`src/hw/saturn_rom.hex`:
```
// firmware image, one hex nibble per line
// line n below holds the nibble at ROM address n, 0 to 31
3
a
7
1
e
5
c
0
9
4
f
2
b
6
d
8
1
c
4
9
0
e
7
b
2
f
5
a
8
3
6
d

```
`src/hw/saturn_pkg.sv`:
```
package saturn_pkg;

    // a bus address is five nibbles wide and travels low nibble first
    localparam int ADDR_NIBBLES  = 5;
    localparam int ADDR_BITS     = 4 * ADDR_NIBBLES;
    localparam int ADDR_IDX_BITS = $clog2(ADDR_NIBBLES);

    // firmware image size in nibbles, the read pointer wraps inside this window
    localparam int    ROM_NIBBLES = 32;
    localparam int    ROM_AW      = $clog2(ROM_NIBBLES);
    localparam string ROM_FILE    = "/design/src/hw/saturn_rom.hex";

    // character FIFO sizing, the count needs one more bit than the pointers
    localparam int FIFO_DEPTH = 4;
    localparam int FIFO_AW    = $clog2(FIFO_DEPTH);
    localparam int FIFO_CW    = $clog2(FIFO_DEPTH + 1);

    // the phases in which a device acts inside a bus cycle
    // phase 0 is left to the controller to present its word
    localparam logic [1:0] PH_SAMPLE  = 2'd1;
    localparam logic [1:0] PH_RETURN  = 2'd2;
    localparam logic [1:0] PH_CAPTURE = 2'd3;

    // saturn bus command codes used by this core
    typedef enum logic [3:0] {
        CMD_PC_READ = 4'h0,
        CMD_LOAD_PC = 4'h4
    } bus_cmd_t;

    // unassigned command code that parks the bus between transfers
    // any device that decodes it drops out of its current mode
    localparam logic [3:0] BUS_PARK_NIBBLE = 4'hf;

    // one bus nibble, read as a command or as raw data depending on is_data
    typedef union packed {
        bus_cmd_t   cmd;
        logic [3:0] data;
    } bus_nibble_u;

    // what the controller drives onto the bus for one bus cycle
    typedef struct packed {
        logic        is_data;
        bus_nibble_u nibble;
    } bus_word_t;

    // phase number inside a bus cycle, 0 to 3
    typedef logic [1:0] bus_phase_t;

endpackage

```
`src/hw/saturn_bus.sv`:
```
module saturn_bus
    import saturn_pkg::*;
(
    input  logic                 i_clk,
    input  logic                 i_reset,
    input  logic                 i_clk_en,
    input  logic                 i_start,
    input  logic [ADDR_BITS-1:0] i_start_addr,
    input  logic [7:0]           i_byte_count,
    output bus_phase_t           o_phase,
    output logic [31:0]          o_cycle_ctr,
    output logic [7:0]           o_char,
    output logic                 o_char_valid,
    input  logic                 i_char_ready,
    output logic                 o_halt
);

    // one-hot phase register, bit n set means the bus is in phase n
    logic [3:0] phases;
    logic       bus_clk_en;
    logic       stall;
    bus_word_t  ctrl_word;
    logic [3:0] rom_nibble;
    logic [3:0] rd_nibble;
    logic       push;
    logic [7:0] push_byte;
    logic       fifo_full;
    logic       fifo_empty;

    // the bus only moves when the clock enable is up and the controller is not stalled
    assign bus_clk_en = i_clk_en && !stall;

    always_ff @(posedge i_clk) begin
        if (i_reset) begin
            phases      <= 4'b0001;
            o_cycle_ctr <= '0;
        end else if (bus_clk_en) begin
            phases <= {phases[2:0], phases[3]};
            // leaving phase 3 opens a new bus cycle
            if (phases[3]) begin
                o_cycle_ctr <= o_cycle_ctr + 32'd1;
            end
        end
    end

    always_comb begin
        o_phase = 2'd0;
        case (1'b1)
            phases[1]: o_phase = 2'd1;
            phases[2]: o_phase = 2'd2;
            phases[3]: o_phase = 2'd3;
            default:   o_phase = 2'd0;
        endcase
    end

    // read-data selection, later sources win over earlier ones
    // the firmware ROM is the only bus target for now
    always_comb begin
        rd_nibble = 4'h0;
        rd_nibble = rom_nibble;
    end

    saturn_bus_controller bus_controller (
        .i_clk        (i_clk),
        .i_reset      (i_reset),
        .i_bus_clk_en (bus_clk_en),
        .i_phase      (o_phase),
        .i_start      (i_start),
        .i_start_addr (i_start_addr),
        .i_byte_count (i_byte_count),
        .o_bus_word   (ctrl_word),
        .i_bus_nibble (rd_nibble),
        .o_stall      (stall),
        .o_push       (push),
        .o_push_byte  (push_byte),
        .i_fifo_full  (fifo_full),
        .i_fifo_empty (fifo_empty),
        .o_halt       (o_halt)
    );

    saturn_rom firmware_rom (
        .i_clk        (i_clk),
        .i_reset      (i_reset),
        .i_bus_clk_en (bus_clk_en),
        .i_phase      (o_phase),
        .i_bus_word   (ctrl_word),
        .o_bus_nibble (rom_nibble)
    );

    saturn_char_fifo char_fifo (
        .i_clk        (i_clk),
        .i_reset      (i_reset),
        .i_push       (push),
        .i_push_byte  (push_byte),
        .o_full       (fifo_full),
        .o_empty      (fifo_empty),
        .o_char       (o_char),
        .o_char_valid (o_char_valid),
        .i_char_ready (i_char_ready)
    );

    // a lost or doubled phase bit would desynchronize every device on the bus
    assert property (@(posedge i_clk) disable iff (i_reset) $onehot(phases));

endmodule

```
`src/hw/saturn_bus_controller.sv`:
```
module saturn_bus_controller
    import saturn_pkg::*;
(
    input  logic                 i_clk,
    input  logic                 i_reset,
    input  logic                 i_bus_clk_en,
    input  bus_phase_t           i_phase,
    input  logic                 i_start,
    input  logic [ADDR_BITS-1:0] i_start_addr,
    input  logic [7:0]           i_byte_count,
    output bus_word_t            o_bus_word,
    input  logic [3:0]           i_bus_nibble,
    output logic                 o_stall,
    output logic                 o_push,
    output logic [7:0]           o_push_byte,
    input  logic                 i_fifo_full,
    input  logic                 i_fifo_empty,
    output logic                 o_halt
);

    typedef enum logic [2:0] {
        S_IDLE,
        S_LOAD_CMD,
        S_ADDR,
        S_READ_CMD,
        S_READ,
        S_DONE
    } state_t;

    state_t                   state;
    // a start waits here until the next bus cycle boundary
    logic                     start_pend;
    logic                     start_ok;
    logic [ADDR_BITS-1:0]     addr_q;
    logic [ADDR_IDX_BITS-1:0] nib_idx;
    logic [7:0]               bytes_left;
    // set while the next returned nibble is the high half of a byte
    logic                     hi_nibble;
    logic [3:0]               low_nib;
    logic                     cycle_end;
    logic                     byte_due;

    // a new transfer is only taken between transfers
    assign start_ok  = i_start && (state == S_IDLE || state == S_DONE);
    // the state steps on the enabled clock that closes phase 3
    assign cycle_end = i_bus_clk_en && (i_phase == PH_CAPTURE);

    // the high nibble is on the read path in phase 3, so the byte is complete
    assign byte_due    = (state == S_READ) && hi_nibble && (i_phase == PH_CAPTURE);
    assign o_stall     = byte_due && i_fifo_full;
    assign o_push      = byte_due && i_bus_clk_en;
    assign o_push_byte = {i_bus_nibble, low_nib};

    // done only counts once the reader has drained every byte
    assign o_halt = (state == S_DONE) && i_fifo_empty;

    // bus word for the current cycle, held from phase 0 until the state steps
    always_comb begin
        o_bus_word.is_data     = 1'b0;
        o_bus_word.nibble.data = BUS_PARK_NIBBLE;
        case (state)
            S_LOAD_CMD: o_bus_word.nibble.cmd = CMD_LOAD_PC;
            S_ADDR: begin
                o_bus_word.is_data     = 1'b1;
                o_bus_word.nibble.data = addr_q[3:0];
            end
            S_READ_CMD: o_bus_word.nibble.cmd = CMD_PC_READ;
            S_READ: begin
                // a data cycle in read mode, the ROM drives the nibble back
                o_bus_word.is_data     = 1'b1;
                o_bus_word.nibble.data = 4'h0;
            end
            default: o_bus_word.nibble.data = BUS_PARK_NIBBLE;
        endcase
    end

    always_ff @(posedge i_clk) begin
        if (i_reset) begin
            state      <= S_IDLE;
            start_pend <= 1'b0;
            nib_idx    <= '0;
            bytes_left <= '0;
            hi_nibble  <= 1'b0;
        end else if (start_ok) begin
            state      <= S_IDLE;
            start_pend <= 1'b1;
            bytes_left <= i_byte_count;
        end else if (cycle_end) begin
            case (state)
                S_IDLE: begin
                    if (start_pend) begin
                        state      <= S_LOAD_CMD;
                        start_pend <= 1'b0;
                    end
                end
                S_LOAD_CMD: begin
                    state   <= S_ADDR;
                    nib_idx <= '0;
                end
                S_ADDR: begin
                    if (nib_idx == ADDR_IDX_BITS'(ADDR_NIBBLES - 1)) begin
                        state <= S_READ_CMD;
                    end else begin
                        nib_idx <= nib_idx + 1'b1;
                    end
                end
                S_READ_CMD: begin
                    hi_nibble <= 1'b0;
                    state     <= (bytes_left == 8'd0) ? S_DONE : S_READ;
                end
                S_READ: begin
                    hi_nibble <= !hi_nibble;
                    if (hi_nibble) begin
                        bytes_left <= bytes_left - 8'd1;
                        if (bytes_left == 8'd1) begin
                            state <= S_DONE;
                        end
                    end
                end
                default: state <= state;
            endcase
        end
    end

    // address shifts out low nibble first, the low nibble of each byte is parked here
    always_ff @(posedge i_clk) begin
        if (start_ok) begin
            addr_q <= i_start_addr;
        end else if (cycle_end && state == S_ADDR) begin
            addr_q <= addr_q >> 4;
        end
        if (cycle_end && state == S_READ && !hi_nibble) begin
            low_nib <= i_bus_nibble;
        end
    end

    // the FIFO must never see a push it cannot store
    assert property (@(posedge i_clk) disable iff (i_reset) o_push |-> !i_fifo_full);

    // a stalled byte must survive the stall, so the frozen bus keeps its nibble
    assert property (@(posedge i_clk) disable iff (i_reset) o_stall |=> $stable(o_push_byte));

endmodule

```
`src/hw/saturn_char_fifo.sv`:
```
module saturn_char_fifo
    import saturn_pkg::*;
(
    input  logic       i_clk,
    input  logic       i_reset,
    input  logic       i_push,
    input  logic [7:0] i_push_byte,
    output logic       o_full,
    output logic       o_empty,
    output logic [7:0] o_char,
    output logic       o_char_valid,
    input  logic       i_char_ready
);

    logic [7:0]         mem [FIFO_DEPTH];
    logic [FIFO_AW-1:0] wptr;
    logic [FIFO_AW-1:0] rptr;
    logic [FIFO_CW-1:0] count;
    logic               pop;

    assign o_empty      = (count == '0);
    assign o_full       = (count == FIFO_CW'(FIFO_DEPTH));
    assign o_char_valid = !o_empty;
    // the head entry is shown directly, it only moves on a pop
    assign o_char       = mem[rptr];
    assign pop          = o_char_valid && i_char_ready;

    always_ff @(posedge i_clk) begin
        if (i_reset) begin
            wptr  <= '0;
            rptr  <= '0;
            count <= '0;
        end else begin
            if (i_push) begin
                wptr <= wptr + 1'b1;
            end
            if (pop) begin
                rptr <= rptr + 1'b1;
            end
            // a push and a pop in the same clock leave the count alone
            case ({i_push, pop})
                2'b10:   count <= count + 1'b1;
                2'b01:   count <= count - 1'b1;
                default: count <= count;
            endcase
        end
    end

    always_ff @(posedge i_clk) begin
        if (i_push) begin
            mem[wptr] <= i_push_byte;
        end
    end

    // a push into a full ring is only allowed if the head leaves in the same clock
    assert property (@(posedge i_clk) disable iff (i_reset) i_push |-> (!o_full || pop));

    // the occupancy never wraps below zero or past the depth
    // and it always matches the distance between the two pointers
    assert property (@(posedge i_clk) disable iff (i_reset)
        (count <= FIFO_CW'(FIFO_DEPTH)) && (FIFO_AW'(wptr - rptr) == count[FIFO_AW-1:0]));

endmodule

```
`src/hw/saturn_rom.sv`:
```
module saturn_rom
    import saturn_pkg::*;
(
    input  logic       i_clk,
    input  logic       i_reset,
    input  logic       i_bus_clk_en,
    input  bus_phase_t i_phase,
    input  bus_word_t  i_bus_word,
    output logic [3:0] o_bus_nibble
);

    // idle ignores data, addr gathers the pointer, read streams nibbles out
    typedef enum logic [1:0] {
        M_IDLE,
        M_ADDR,
        M_READ
    } mode_t;

    mode_t                    mode;
    logic [ADDR_IDX_BITS-1:0] addr_cnt;
    // a data word was taken in read mode and its nibble is owed in phase 2
    logic                     rd_pending;
    logic [ADDR_BITS-1:0]     pointer;
    logic [3:0]               rom_mem [ROM_NIBBLES];
    logic                     sample;
    logic                     ret;

    initial begin
        $readmemh(ROM_FILE, rom_mem);
    end

    assign sample = i_bus_clk_en && (i_phase == PH_SAMPLE);
    assign ret    = i_bus_clk_en && (i_phase == PH_RETURN);

    always_ff @(posedge i_clk) begin
        if (i_reset) begin
            mode       <= M_IDLE;
            addr_cnt   <= '0;
            rd_pending <= 1'b0;
        end else begin
            if (ret) begin
                rd_pending <= 1'b0;
            end
            if (sample) begin
                if (!i_bus_word.is_data) begin
                    case (i_bus_word.nibble.cmd)
                        CMD_LOAD_PC: begin
                            mode     <= M_ADDR;
                            addr_cnt <= '0;
                        end
                        CMD_PC_READ: mode <= M_READ;
                        default:     mode <= M_IDLE;
                    endcase
                end else if (mode == M_ADDR) begin
                    // the fifth address nibble closes the load
                    if (addr_cnt == ADDR_IDX_BITS'(ADDR_NIBBLES - 1)) begin
                        mode <= M_IDLE;
                    end
                    addr_cnt <= addr_cnt + 1'b1;
                end else if (mode == M_READ) begin
                    rd_pending <= 1'b1;
                end
            end
        end
    end

    // address nibbles enter at the top so the first one ends up lowest
    always_ff @(posedge i_clk) begin
        if (sample && i_bus_word.is_data && mode == M_ADDR) begin
            pointer <= {i_bus_word.nibble.data, pointer[ADDR_BITS-1:4]};
        end
        if (ret && rd_pending) begin
            o_bus_nibble         <= rom_mem[pointer[ROM_AW-1:0]];
            // only the image window advances, so the pointer wraps inside it
            pointer[ROM_AW-1:0] <= pointer[ROM_AW-1:0] + 1'b1;
        end
    end

    // the controller may only send data once a command has set up a mode
    assert property (@(posedge i_clk) disable iff (i_reset)
        (sample && i_bus_word.is_data) |-> (mode != M_IDLE));

endmodule

```
`config.mk`:
```
export PLATFORM = sky130hd
export DESIGN_NAME = saturn_bus
export DESIGN_NICKNAME = d
export VERILOG_FILES = /design/src/hw/saturn_pkg.sv /design/src/hw/saturn_bus.sv /design/src/hw/saturn_bus_controller.sv /design/src/hw/saturn_char_fifo.sv /design/src/hw/saturn_rom.sv
export SDC_FILE = /design/constraint.sdc
export NUM_CORES = 1
export LEC_CHECK = 0
export BUFFER_PORTS_ARGS = -buffer_cell sky130_fd_sc_hd__buf_2
export CORE_ASPECT_RATIO = 0.8
export CORE_MARGIN = 5
export CORE_UTILIZATION = 35
export DETAILED_ROUTE_END_ITERATION = 16
export PLACE_DENSITY = 0.57
export REMOVE_ABC_BUFFERS = 1
export SYNTH_ARGS = -nofsm -noshare
export SYNTH_HDL_FRONTEND = slang
export SYNTH_SLANG_ARGS = --single-unit
```
`constraint.sdc`:
```
create_clock -name i_clk -period 6.2 [get_ports i_clk]
set_input_delay 0.93 -clock i_clk [delete_from_list [all_inputs] [get_ports i_clk]]
set_output_delay 0.93 -clock i_clk [all_outputs]
set_load 0.01 [all_outputs]
```
==> results of run 1 <==
==> critical path, cell delays in order <==
cell and delay (ns):
buf_2 0.16, and4bb_1 0.35, nand3_1 0.25, ha_1 0.24, inv_1 0.06, fa_1 0.37
xor2_1 0.16, or3_1 0.30, a21oi_1 0.15
==> layout by cell type (no fill, tap or decap), types with 3 or more instances in the layout <==
master	netlist	layout
a21oi_1	35	35
clkbuf_8	0	6
o31ai_1	22	22
nor2b_1	8	8
buf_2	2	48
o21ai_0	16	16
nand3_1	15	15
dfxtp_1	55	55
ha_1	6	6
or4_1	18	18
conb_1	1	8
xor2_1	7	7
nor4_1	7	7
nor3_1	3	3
nand4_1	16	16
and2_1	3	3
nand2b_1	4	4
or3_1	12	12
and3_1	8	8
mux2_2	7	7
nor3b_1	3	3
a211oi_1	5	5
nor2_1	29	29
and4_1	8	8
a311oi_1	3	3
nand2_1	19	19
inv_1	13	13
==> cells by family (layout without fill, tap and decap cells) <==
logic type,after synthesis,count (layout)
multiplexers,8,8
flip-flops,55,55
XOR/XNOR,9,9
buffers and inverters,46,70
AO/OA/AOI/OAI,90,90
other,1,8
AND/OR/NAND/NOR,161,161
adder cells (fa/ha/maj),7,7
==> layout make-up <==
| cell class | count | area [sq um] | area share (%) |
|---|---|---|---|
| multi-input cells | 283 | 1800 | 52.4 |
| flip-flops and latches | 55 | 1100 | 32.1 |
| repair buffers | 49 | 248 | 7.22 |
| well taps | 112 | 140 | 4.08 |
| clock buffers | 7 | 86.3 | 2.52 |
| inverters | 13 | 48.8 | 1.42 |
| clock inverters | 1 | 8.76 | 0.255 |
==> metal layers <==
layer  vias up  GRT usage [%]  wire length [um]
li1       1448              -                 -
met1      1366           18.8              3700
met2        54           20.2              3230
met3         2           2.88               402
met4         0           3.52                47
met5         -              0                 0
==> stage by stage <==
stage	util (%)	setup WS, ns	cells	hold WS, ns	power [W]
floorplan	-	3.57	351	0.438	0.000393
global placement	38.8	3.19	512	0.456	0.000410
detailed placement	38.8	3.16	512	0.466	0.000410
CTS	39.9	3.46	520	0.479	0.000626
global route	39.9	3.25	520	0.500	0.000640
finish	39.9	3.45	520	0.470	0.000614
==> worst paths after layout <==
path / start / end / slack [ns] / cells past startpoint
setup / recovery: i_clk_en / char_fifo.count[2] / 3.45 / 9
hold / removal: phases[0] / phases[1] / 0.47 / 2
setup reg to reg: bus_controller.state[1] / o_cycle_ctr[25] / 3.50 / 4
hold reg to reg: phases[0] / phases[1] / 0.47 / 2
==> cells in the mapped netlist (all sizes together), types with 2 or more instances <==
cell	number	area, sq um
dfxtp	55	1100
a21oi	35	175
nor2	29	109
o31ai	22	165
buf	19	138
nand2	19	71.3
or4	18	135
nand4	17	121
o21ai	16	80.1
nand3	15	75.1
clkbuf	14	53.8
inv	13	48.8
or3	12	75.1
and3	8	50.1
and4	8	70.1
nor2b	8	50.1
mux2	7	78.8
nor4	7	43.8
xor2	7	61.3
ha	6	75.1
a211oi	5	37.5
nand2b	4	25.0
a311oi	3	26.3
and2	3	18.8
nor3	3	15.0
nor3b	3	22.5
a21o	2	15.0
and4bb	2	25.0
or3b	2	17.5
xnor2	2	17.5
==> report_power, final <==
group | internal [W] | switching, W | leakage, nW | total (W)
logic | 0.0000142 | 0.0000232 | 0.778 | 0.0000374
clock network | 0.0000920 | 0.000120 | 0.0484 | 0.000212
registers | 0.000358 | 0.00000603 | 0.446 | 0.000365
==> state kept, by name, indices dropped and copies added (netlist names) <==
name                       flops
bus_controller.start_pend      1
o_cycle_ctr                   32
bus_controller.state           3
bus_controller.hi_nibble       1
phases                         4
bus_controller.bytes_left      8
char_fifo.count                3
bus_controller.nib_idx         3
==> flow_summary.yaml, run 1 <==
placed_design:
  dp_hpwl_um: 5070
  dpl_cell_area_sq_um: 3340
  portBuffers: 48
  place_congestion: 0.763
synthesis:
  ys_warn_count: 0
  async_flop_share_pct: 0
  ys.flop_type: "dfxtp_1"
  syn_area_sq_um: 3110
  synthMuxAreaShare_pct: 2.85
  synth-simple-area-share_pct: 30.5
  syn_area_per_cell_sq_um: 8.26
  synth-xor-area-share_pct: 2.53
  synth_compound_area_share_pct: 17.8
  synthCells: 377
  seq_area_frac_synth_pct: 35.4
  ys_ff_latch: 55
  synth_top_family_by_area: "simple AND/OR/NAND/NOR gates"
  synth_fa_ha_area_share_pct: 3.05
  synth_edf_count: 0
  synthDistinctLibCells: 48
floorplan:
  pin_count: 77
  die_area_sq_um: 10900
  fp-row-count: 30
  core_sq_um: 8600
  start_util_pct: 36.2
  fp.dieH_um: 94.4
  die_x_um: 115
timing:
  fin_crit_sh_pct: 44.3
  rsz0062_at_grt: "false"
  layout_min_cycle_time_ns: 2.75
  setup-violations-final: 0
  slew_violations: 0
  fmax_mhz: 364
  skew_ns: 0.0106
  relSlewSlack_pct: 24.4
  timing.setup.tns_ns: 0
  finalHoldViolCount: 0
  worst_pin_slew_ns: 1.13
clocking:
  cts_setup_buffers: 0
  cts_root_buffer: "clkbuf_8"
  hold_buffers: 0
  cts_buffers: 5
  cts_buffer_depth: 2
  h-tree-depth: 2
  path_clk_slew_ns: 0.09
  clk_latency_ns: 0.30
  post_cts_resized: 0
  cts.sinks: 55
  cts_tree: "yes"
drt:
  drcViolationCount: 0
  drt_wl_total_um: 7380
  ant_nets: 0
  wire_per_inst_um: 14.2
  via_count: 2870
  drt_first_pass_iters: 4
  dr.first_iter.drc_count: 222
  vias_per_cell: 5.52
global_route:
  grt_max_degree: 63
  grt_pass1_wl_um: 12000
  grt_pass1_vias: 2526
  groute.usage.overall_pct: 13.2
  grt_antenna_before_repair: 0
  overflow: 0
setup_path:
  arrival_ns: 2.98
  path_max_fanout: 10
  required_ns: 6.43
  start_kind: "primary input"
  criticalPathCategory: "primary input to flip-flop"
  end_kind: "flip-flop"
run_status:
  outcome: "complete, no violations"
flow_run:
  cap_violations: 0
layout:
  diodes: 0
  drive_gt1_share_pct: 16.7
  area_growth_pct: 10.2
  finalNetCount: 447
  fill_cells: 893
  fin_area_sq_um: 3430
pwr:
  powerDensity_nw_per_um2: 179
  vdd_ir_drop_max_mv: 0.0835
  power_leakage_nw: 1.27
hold_path:
  worst_hold_path_type: "flip-flop to flip-flop"
Note: power is estimated with default switching activity, not from simulation.
==> run 2, diff against run 1 <==
clock period = 2.8 ns   (was 6.2 ns; I/O delays follow)
==> run 2 against run 1 <==
Register-to-register slack got worse by 3.1 ns; largest cell class unchanged; non-clock buffer count increased by 10; routed wire length increased by 2.6%.
==> flow_summary.yaml, run 2 (synthesis gave the netlist of run 1 again) <==
layout:
  multi_input_area_sq_um: 1800
  finalNetCount: 457
  largest_reg_flops: 32
  layout_common_cells: "55 x dfxtp_1, 48 x buf_2, 35 x a21oi_1"
  drive_gt1_share_pct: 18.7
  ff_latch_area_sq_um: 1100
  layout.cells.non_filler: 529
  reg_top3: "o_cycle_ctr x32, bus_controller.bytes_left x8, phases x4"
  diodes: 0
  area_growth_pct: 12.4
  largest-register: "o_cycle_ctr"
  final_common_cell: "dfxtp_1"
  fill_cells: 898
clocking:
  post_cts_resized: 0
  path_clk_slew_ns: 0.10
  cts_root_buffer: "clkbuf_8"
  h-tree-depth: 2
  cts_buffer_depth: 2
  cts_tree: "yes"
  clk_latency_ns: 0.31
  cts_setup_buffers: 0
  cts_buffers: 5
  hold_buffers: 0
  cts.sinks: 55
drt:
  wire_per_inst_um: 14.3
  dr.first_iter.drc_count: 171
  ant_nets: 0
  drt_first_pass_iters: 4
  via_count: 2875
  vias_per_cell: 5.43
  drcViolationCount: 0
  drt_wl_total_um: 7570
floorplan:
  pin_count: 77
  core_sq_um: 8600
  start_util_pct: 36.2
  fp.dieH_um: 94.4
  die_area_sq_um: 10900
  fp-row-count: 30
  die_x_um: 115
hold_path:
  min_to: "bus_controller.bytes_left[1]"
  min_from: "i_byte_count[1]"
  worst_hold_path_type: "primary input to flip-flop"
  min_path_cells: 3
run_status:
  outcome: "complete, no violations"
pwr:
  vdd_ir_drop_max_mv: 0.175
  power_leakage_nw: 1.32
  powerDensity_nw_per_um2: 386
placed_design:
  place_congestion: 0.792
  portBuffers: 48
  dp_cells: 522
  dp_hpwl_um: 5500
setup_path:
  r2r_cells: 8
  criticalPathCategory: "flip-flop to flip-flop"
  reg2reg_slack_ns: 0.41
  required_ns: 3.04
  r2r_start: "char_fifo.count[2]"
  end_kind: "flip-flop"
  arrival_ns: 2.64
  start_kind: "flip-flop"
  path_max_fanout: 6
  r2r_end: "char_fifo.count[2]"
global_route:
  grt_max_degree: 24
  grt_pass1_wl_um: 12600
  grt_pass1_vias: 2702
  overflow: 0
  groute.usage.overall_pct: 14.0
  grt_antenna_before_repair: 0
timing:
  finalHoldViolCount: 0
  rsz0062_at_grt: "false"
  timing.setup.tns_ns: 0
  relSlewSlack_pct: 50.6
  worst_pin_slew_ns: 0.740
  setup-violations-final: 0
  slew_violations: 0
  fmax_mhz: 418
  fin_crit_sh_pct: 85.5
  layout_min_cycle_time_ns: 2.39
  skew_ns: 0.00702
flow_run:
  cap_violations: 0
-- run 2: layout make-up --
class                      count  share of cell area (%)
clock buffer                   6                    2.36
multi-input combinational    283                    51.4
clock inverter                 1                   0.143
timing repair buffer          59                    9.23
inverter                      13                    1.39
tap                          112                    4.01
sequential                    55                    31.5
-- run 2: worst max path at each step --
stage                                   from            endpoint  slack (ns)  depth (start not counted)
after detailed placement  char_fifo.count[0]  char_fifo.count[2]        0.41                          8
after global placement    char_fifo.count[0]  char_fifo.count[2]        0.47                          8
after floorplan           char_fifo.count[0]  char_fifo.count[2]        0.51                          8
after CTS                 char_fifo.count[2]  char_fifo.count[2]        0.38                          8
final                     char_fifo.count[2]  char_fifo.count[2]        0.41                          8
after global routing      char_fifo.count[2]  char_fifo.count[2]        0.29                          8
-- run 2: per-layer routing --
metal	routed length, um	global-route usage [%]	vias up
met4	138	4.79	0
met1	3790	19.4	1336
met5	0	0	-
met3	373	3.27	12
li1	-	-	1475
met2	3270	21.3	52
-- run 2: critical path, cell delays in order, from the launching register on --
cell and delay [ns]:
dfxtp_1 0.38, or3b_2 0.56, nand3_1 0.16, ha_1 0.20
inv_1 0.06, fa_1 0.37, xor2_1 0.15, or3_1 0.30
a21oi_1 0.14
-- run 2: stage by stage --
step	hold slack, ns	power [W]	instance area, sq um	setup WS, ns	utilization [%]
4_1_cts	0.363	0.00137	3500	0.385	40.7
2_1_floorplan	0.438	0.000869	2950	0.510	-
5_1_grt	0.369	0.00141	3500	0.290	40.7
6_report	0.370	0.00135	3500	0.405	40.7
3_5_place_dp	0.459	0.000912	3410	0.411	39.7
3_3_place_gp	0.453	0.000909	3410	0.469	39.7
-- run 2: where the power goes --
part	leakage [nW]	internal [W]	switching, W
clock network	0.0470	0.000195	0.000261
logic	0.828	0.0000342	0.0000532
registers	0.446	0.000794	0.0000134
total	1.32	0.00102	0.000328
